### src/hw/bmu_map_pkg.sv
/*
 * bus management unit address map
 * region widths, the tcip select value and the slave target codes
 */
package bmu_map_pkg;

  // upper address bits compared against the iahbl base/mask pins
  localparam int REGION_W = 12;

  // top address nibble of the tightly coupled IP space
  localparam logic [3:0] TCIP_NIBBLE = 4'hE;

  //==================================================
  // slave target codes
  //==================================================
  // deny has no slave behind it, completion is made locally
  typedef enum logic [2:0] {
    TGT_NONE  = 3'd0,
    TGT_TCIP  = 3'd1,
    TGT_IAHBL = 3'd2,
    TGT_BIU   = 3'd3,
    TGT_DENY  = 3'd4
  } target_e;

endpackage

### src/hw/bmu_bus_pkg.sv
/*
 * bus management unit bus types
 * payload widths plus the request and response structs shared by
 * the instruction bus, the data bus and every slave path
 */
package bmu_bus_pkg;

  //==================================================
  // payload widths
  //==================================================
  localparam int ADDR_W = 32;
  localparam int DATA_W = 32;
  localparam int PROT_W = 4;
  localparam int SIZE_W = 2;

  //==================================================
  // master requests
  //==================================================
  // instruction fetch, always a word read
  typedef struct packed {
    logic              req;
    logic [ADDR_W-1:0] addr;
    logic [PROT_W-1:0] prot;
  } ibus_req_t;

  // load/store request
  typedef struct packed {
    logic              req;
    logic [ADDR_W-1:0] addr;
    logic [PROT_W-1:0] prot;
    logic [SIZE_W-1:0] size;
    logic              write;
    logic [DATA_W-1:0] wdata;
  } dbus_req_t;

  //==================================================
  // response, same shape for masters and slaves
  //==================================================
  typedef struct packed {
    logic              grnt;
    logic              data_vld;
    logic [DATA_W-1:0] data;
    logic              trans_cmplt;
    logic              acc_err;
  } bus_rsp_t;

endpackage
### src/hw/bmu_top.sv
/*
 * bus management unit top
 * one bus port for instruction fetch, one for load/store, each
 * routed to the tcip, iahbl and biu slave paths
 */
`timescale 1ns/10ps

module bmu_top (
  input  logic                             forever_cpuclk,
  input  logic                             rst_n,
  // masters
  input  bmu_bus_pkg::ibus_req_t           ifu_req,
  output bmu_bus_pkg::bus_rsp_t            ifu_rsp,
  input  bmu_bus_pkg::dbus_req_t           lsu_req,
  output bmu_bus_pkg::bus_rsp_t            lsu_rsp,
  // protection and address window pins
  input  logic                             pmp_ibus_acc_deny,
  input  logic                             pmp_dbus_acc_deny,
  input  logic [bmu_map_pkg::REGION_W-1:0] pad_iahbl_base,
  input  logic [bmu_map_pkg::REGION_W-1:0] pad_iahbl_mask,
  // instruction bus slaves
  output bmu_bus_pkg::ibus_req_t           tcip_ibus_req,
  input  bmu_bus_pkg::bus_rsp_t            tcip_ibus_rsp,
  output bmu_bus_pkg::ibus_req_t           iahbl_ibus_req,
  input  bmu_bus_pkg::bus_rsp_t            iahbl_ibus_rsp,
  output bmu_bus_pkg::ibus_req_t           biu_ibus_req,
  input  bmu_bus_pkg::bus_rsp_t            biu_ibus_rsp,
  // data bus slaves
  output bmu_bus_pkg::dbus_req_t           tcip_dbus_req,
  input  bmu_bus_pkg::bus_rsp_t            tcip_dbus_rsp,
  output bmu_bus_pkg::dbus_req_t           iahbl_dbus_req,
  input  bmu_bus_pkg::bus_rsp_t            iahbl_dbus_rsp,
  output bmu_bus_pkg::dbus_req_t           biu_dbus_req,
  input  bmu_bus_pkg::bus_rsp_t            biu_dbus_rsp
);

  //==================================================
  // instruction fetch port
  //==================================================
  bmu_bus_port #(
    .req_t (bmu_bus_pkg::ibus_req_t)
  ) x_ibus_port (
    .forever_cpuclk (forever_cpuclk),
    .rst_n          (rst_n),
    .iahbl_base     (pad_iahbl_base),
    .iahbl_mask     (pad_iahbl_mask),
    .acc_deny       (pmp_ibus_acc_deny),
    .mst_req        (ifu_req),
    .mst_rsp        (ifu_rsp),
    .tcip_req       (tcip_ibus_req),
    .iahbl_req      (iahbl_ibus_req),
    .biu_req        (biu_ibus_req),
    .tcip_rsp       (tcip_ibus_rsp),
    .iahbl_rsp      (iahbl_ibus_rsp),
    .biu_rsp        (biu_ibus_rsp)
  );

  //==================================================
  // load/store port
  //==================================================
  // runs independently of the fetch port
  bmu_bus_port #(
    .req_t (bmu_bus_pkg::dbus_req_t)
  ) x_dbus_port (
    .forever_cpuclk (forever_cpuclk),
    .rst_n          (rst_n),
    .iahbl_base     (pad_iahbl_base),
    .iahbl_mask     (pad_iahbl_mask),
    .acc_deny       (pmp_dbus_acc_deny),
    .mst_req        (lsu_req),
    .mst_rsp        (lsu_rsp),
    .tcip_req       (tcip_dbus_req),
    .iahbl_req      (iahbl_dbus_req),
    .biu_req        (biu_dbus_req),
    .tcip_rsp       (tcip_dbus_rsp),
    .iahbl_rsp      (iahbl_dbus_rsp),
    .biu_rsp        (biu_dbus_rsp)
  );

endmodule

### src/hw/bmu_bus_port.sv
/*
 * bmu bus port
 * routes one master bus to tcip, iahbl or biu, turns a pmp deny into
 * a local error completion and returns the owning slave's response
 */
`timescale 1ns/10ps

module bmu_bus_port #(
  parameter type req_t = bmu_bus_pkg::ibus_req_t
) (
  input  logic                             forever_cpuclk,
  input  logic                             rst_n,
  input  logic [bmu_map_pkg::REGION_W-1:0] iahbl_base,
  input  logic [bmu_map_pkg::REGION_W-1:0] iahbl_mask,
  input  logic                             acc_deny,
  // master side
  input  req_t                             mst_req,
  output bmu_bus_pkg::bus_rsp_t            mst_rsp,
  // slave side
  output req_t                             tcip_req,
  output req_t                             iahbl_req,
  output req_t                             biu_req,
  input  bmu_bus_pkg::bus_rsp_t            tcip_rsp,
  input  bmu_bus_pkg::bus_rsp_t            iahbl_rsp,
  input  bmu_bus_pkg::bus_rsp_t            biu_rsp
);

  bmu_map_pkg::target_e  dec_tgt;
  bmu_map_pkg::target_e  cur_tgt;
  bmu_bus_pkg::bus_rsp_t sel_rsp;
  logic                  fwd_vld;
  logic                  slv_grnt;
  logic                  mst_grnt;
  logic                  cur_done;

  bmu_region_decode x_region_decode (
    .addr       (mst_req.addr),
    .iahbl_base (iahbl_base),
    .iahbl_mask (iahbl_mask),
    .target     (dec_tgt)
  );

  //==================================================
  // request forwarding
  //==================================================
  // a denied request never reaches a slave
  assign fwd_vld = mst_req.req & ~acc_deny;

  always_comb begin
    tcip_req      = mst_req;
    iahbl_req     = mst_req;
    biu_req       = mst_req;
    tcip_req.req  = fwd_vld & (dec_tgt == bmu_map_pkg::TGT_TCIP);
    iahbl_req.req = fwd_vld & (dec_tgt == bmu_map_pkg::TGT_IAHBL);
    biu_req.req   = fwd_vld & (dec_tgt == bmu_map_pkg::TGT_BIU);
  end

  // grant of the decoded slave only
  always_comb begin
    slv_grnt = 1'b0;
    case (dec_tgt)
      bmu_map_pkg::TGT_TCIP:  slv_grnt = tcip_rsp.grnt;
      bmu_map_pkg::TGT_IAHBL: slv_grnt = iahbl_rsp.grnt;
      bmu_map_pkg::TGT_BIU:   slv_grnt = biu_rsp.grnt;
      default:                slv_grnt = 1'b0;
    endcase
  end

  // deny is granted right away
  assign mst_grnt = mst_req.req & (acc_deny | slv_grnt);

  //==================================================
  // outstanding target
  //==================================================
  always_ff @(posedge forever_cpuclk) begin
    if (!rst_n) begin
      cur_tgt <= bmu_map_pkg::TGT_NONE;
    end else if (mst_grnt) begin
      cur_tgt <= acc_deny ? bmu_map_pkg::TGT_DENY : dec_tgt;
    end else if (cur_done) begin
      cur_tgt <= bmu_map_pkg::TGT_NONE;
    end
  end

  //==================================================
  // response return
  //==================================================
  // idle slaves are ignored, whatever they drive
  always_comb begin
    sel_rsp = '0;
    case (cur_tgt)
      bmu_map_pkg::TGT_TCIP:  sel_rsp = tcip_rsp;
      bmu_map_pkg::TGT_IAHBL: sel_rsp = iahbl_rsp;
      bmu_map_pkg::TGT_BIU:   sel_rsp = biu_rsp;
      bmu_map_pkg::TGT_DENY: begin
        // local error completion, one cycle after the grant
        sel_rsp.trans_cmplt = 1'b1;
        sel_rsp.acc_err     = 1'b1;
      end
      default:                sel_rsp = '0;
    endcase
  end

  assign cur_done = sel_rsp.trans_cmplt;

  always_comb begin
    mst_rsp      = sel_rsp;
    mst_rsp.grnt = mst_grnt;
  end

endmodule

### src/hw/bmu_region_decode.sv
/*
 * bmu region decoder
 * picks tcip, the iahbl window or the biu default for one address
 */
`timescale 1ns/10ps

module bmu_region_decode (
  input  logic [bmu_bus_pkg::ADDR_W-1:0]   addr,
  input  logic [bmu_map_pkg::REGION_W-1:0] iahbl_base,
  input  logic [bmu_map_pkg::REGION_W-1:0] iahbl_mask,
  output bmu_map_pkg::target_e             target
);

  logic [bmu_map_pkg::REGION_W-1:0] region;
  logic [$bits(bmu_map_pkg::TCIP_NIBBLE)-1:0] top_nibble;
  logic tcip_hit;
  logic iahbl_hit;

  assign region     = addr[bmu_bus_pkg::ADDR_W-1 -: bmu_map_pkg::REGION_W];
  assign top_nibble = addr[bmu_bus_pkg::ADDR_W-1 -: $bits(bmu_map_pkg::TCIP_NIBBLE)];

  assign tcip_hit = (top_nibble == bmu_map_pkg::TCIP_NIBBLE);

  // only bits set in the mask take part in the compare
  assign iahbl_hit = (((region ^ iahbl_base) & iahbl_mask) == '0);

  // tcip wins over the iahbl window, biu takes the rest
  always_comb begin
    if (tcip_hit) begin
      target = bmu_map_pkg::TGT_TCIP;
    end else if (iahbl_hit) begin
      target = bmu_map_pkg::TGT_IAHBL;
    end else begin
      target = bmu_map_pkg::TGT_BIU;
    end
  end

endmodule

### config.mk
export PLATFORM = sky130hd
export DESIGN_NAME = bmu_top
export DESIGN_NICKNAME = d
export VERILOG_FILES = /design/src/hw/bmu_map_pkg.sv /design/src/hw/bmu_bus_pkg.sv /design/src/hw/bmu_top.sv /design/src/hw/bmu_bus_port.sv /design/src/hw/bmu_region_decode.sv
export SDC_FILE = /design/constraint.sdc
export NUM_CORES = 1
export LEC_CHECK = 0
export BUFFER_PORTS_ARGS = -buffer_cell sky130_fd_sc_hd__buf_2
export CAP_MARGIN = 0
export CORE_AREA = 4 4 294 296
export CTS_CLUSTER_SIZE = 25
export DETAILED_ROUTE_END_ITERATION = 16
export DIE_AREA = 0 0 298 300
export SETUP_SLACK_MARGIN = 0.15
export SYNTH_ARGS = -nofsm -noshare
export SYNTH_HDL_FRONTEND = slang
export SYNTH_HIERARCHICAL = 1
export SYNTH_SLANG_ARGS = --single-unit
### constraint.sdc
create_clock -name forever_cpuclk -period 2.16 [get_ports forever_cpuclk]
set_input_delay 0.432 -clock forever_cpuclk [delete_from_list [all_inputs] [get_ports forever_cpuclk]]
set_output_delay 0.432 -clock forever_cpuclk [all_outputs]
set_load 0.005 [all_outputs]
==> results by group <==
Outcome
  – Status: finished, violations left
  – Failing checks: negative setup slack

Yosys
  – Top-count cell post-synth: buf_4
  – Synth area leaders: buf_4, mux2_2, a22oi_1
  – Post-synth EDFFs: 0
  – Gate count after technology mapping: 673
  – Ys flop type: dfxtp_1
  – Seq/Total Area, Yosys: 0.0240
  – Post-synth ARST share: 0
  – Commonest cells in the netlist: buf_4, a22oi_1, nor2_1
  – Total nets after synthesis: 1026
  – Syn. warnings: 6
  – #FFs+latches synth: 6
  – Syn Area/Cell: 7.45 um2
  – Yosys top cell by area: buf_4
  – Post-Syn Area: 5010 um2
  – Unique masters post-synth: 29
  – Yosys top cell area share: 0.487

Route
  – Wirelength, routed: 42.5 mm
  – Routed Antenna Nets: 0
  – Starting DRT DRC Count: 284
  – TritonRoute pass-1 iters: 5
  – Avg Vias per Cell: 2.86
  – Via count: 5459
  – Drt wl/cell: 22.2 um
  – Drt drc: 0

Worst setup path
  – Critical Path Source Type: primary input
  – Flop-to-flop setup slack: 0.48 ns
  – CP endpoint kind: output pin
  – Crit-path max FO: 4
  – Reg2reg path depth: 6
  – CP Data Required Time: 1.73 ns
  – Arrival @ worst endpoint: 2.06 ns
  – Critical path type: primary input to output pin
  – Worst R2R End: x_ibus_port/cur_tgt[1]$_SDFFE_PN0P_
  – Worst r2r src: x_ibus_port/cur_tgt[0]$_SDFFE_PN0P_

GRT
  – Total track usage: 0.0877
  – First-pass GRT wire length: 52.6 mm
  – GR Overflow Total: 0
  – Vias in the first global route: 5565
  – Largest net degree at the start of global routing: 34
  – Initial antenna violation count: 45

Worst hold path
  – Worst min-delay path category: primary input to flop
  – Worst hold path depth: 2
  – HP Start: rst_n
  – Worst hold endpoint: x_ibus_port/cur_tgt[1]$_SDFFE_PN0P_

Placement
  – Gpl congestion: 0.784
  – Port Buffers: 419
  – Post-DP HPWL: 35.7 mm
  – Area post-placement: 6410 um2
  – Pre-CTS WS: -0.438 ns

Die
  – Die height: 300 um
  – I/O Pins: 752
  – Die ar.: 89400 um2
  – Die span in x: 298 um
  – Core area: 83600 um2
  – # rows: 106
  – Initial core utilization: 0.0600

Clock tree
  – # clock sinks: 6
  – Max Buffers Root-to-Sink: 2
  – H-tree levels: 1
  – # hold bufs at CTS: 0
  – CTS tree: yes
  – Root Driver: clkbuf_16
  – Reg clk slew, reported paths: 0.04 ns
  – Total CTS buffers: 3
  – Clk Latency, worst-skew pair: 0.23 ns

Timing
  – Minimum clock period: 2.49 ns
  – Relative slew margins: 0.590
  – Setup Skew: 0.000279 ns
  – RSZ-0062 raised after global routing: true
  – Final setup violation count: 13
  – Final setup margin: -0.333 ns
  – Slew @ Worst Pin: 0.614 ns
  – Hold Vio Cnt, Final: 0
  – F_max: 0.401 GHz
  – Period utilization: 1.15
  – Post-route setup TNS: -2.00 ns
  – Pins Over Slew Limit: 0

Finish
  – Layout cells sized above 1: 0.823
  – Design Area, Final: 7900 um2
  – Area grow syn2layout: 57.4%
  – Nets@finish: 1176
  – Layout Utilization: 0.0945

Power
  – Maximum vdd drop: 0.245 mV
  – Pwr dens: 196 nW/um2
  – Leak: 3.47 nW

Flow run
  – Maxcap violations: 0
## flip-flops by register name, summed over array words and instances (netlist names)
register	cells
x_dbus_port/cur_tgt	3
x_ibus_port/cur_tgt	3
## worst max-delay path, cell delays in order
cell      delay, ns
buf_8          0.10
xor2_2         0.17
a22oi_1        0.19
nand4_1        0.21
nand4b_1       0.30
buf_6          0.19
a21oi_4        0.13
a211oi_4       0.05
o21a_1         0.17
buf_2          0.12
## power breakdown
group,leakage [nW],switching (W),total [W],internal [W]
clock network,0.0370,0.0000694,0.000308,0.000238
logic,3.38,0.000490,0.00111,0.000623
registers,0.0524,0.0000180,0.000131,0.000113
## placed cells by master, fill, tap and decap left out, types with 3 or more instances in the layout
cell	n
mux2_4	63
nand4b_1	4
and4b_1	4
o31a_1	4
clkbuf_16	5
diode_2	11
nor2_2	3
mux2_2	7
nor3_1	4
buf_2	405
buf_4	46
mux2i_1	4
buf_8	8
o21ai_1	3
a22oi_2	71
buf_16	12
dfxtp_4	3
buf_6	19
nor2_1	72
nand2_1	9
xor2_2	4
a22oi_1	7
dfxtp_2	3
buf_12	10
xor2_1	19
## area by class of cell
type / count / area, um2
sequential: 6 / 135
timing repair buffer: 502 / 3290
antenna: 11 / 27.5
clock buffer: 3 / 75.1
fill: 9695 / 75700
tap: 1080 / 1350
multi-input combinational: 308 / 3010
inverter: 2 / 7.51
## logic make-up after synthesis
family | Yosys count | synth area share
other | 2 | 0.00150
AND/OR/NAND/NOR | 106 | 0.0943
buffers and inverters | 359 | 0.516
multiplexers | 74 | 0.165
flip-flops | 6 | 0.0240
XOR/XNOR | 24 | 0.0419
AO/OA/AOI/OAI | 102 | 0.157
## metal layers
layer | vias to the layer above | global-route usage | wire length [um] | part of all wire
met5 | - | 0 | 89 | 0.0021
met4 | 12 | 0.0220 | 1660 | 0.039
met3 | 107 | 0.0568 | 6720 | 0.16
met2 | 653 | 0.143 | 18500 | 0.44
met1 | 2420 | 0.0949 | 15400 | 0.36
li1 | 2267 | - | - | -
## how the worst max path moves through the flow
stage / to / start / slack (ns)
finish: lsu_rsp[35] / lsu_req[68] / -0.33
global route: lsu_rsp[35] / lsu_req[68] / -0.45
CTS: lsu_rsp[35] / pad_iahbl_base[9] / -0.40
detailed placement: lsu_rsp[35] / pad_iahbl_base[11] / -0.44
global placement: lsu_rsp[35] / pad_iahbl_base[9] / -0.42
floorplan: ifu_rsp[35] / pad_iahbl_base[11] / -0.02
## through the flow
stage	hold slack, ns	power (W)	cells
3_3_place_gp	0.761	0.00101	1870
4_1_cts	0.520	0.00154	1898
6_report	0.519	0.00155	1912
5_1_grt	0.536	0.00165	1906
2_1_floorplan	0.560	0.000884	673
3_5_place_dp	0.763	0.00102	1870
## what timing repair did
item,CTS,global route
setup endpoints to repair,81,83
buffers inserted,14,1
resized for setup,172,41
pin swaps,63,60
cloned,11,2
Note: power is estimated with default switching activity, not from simulation.
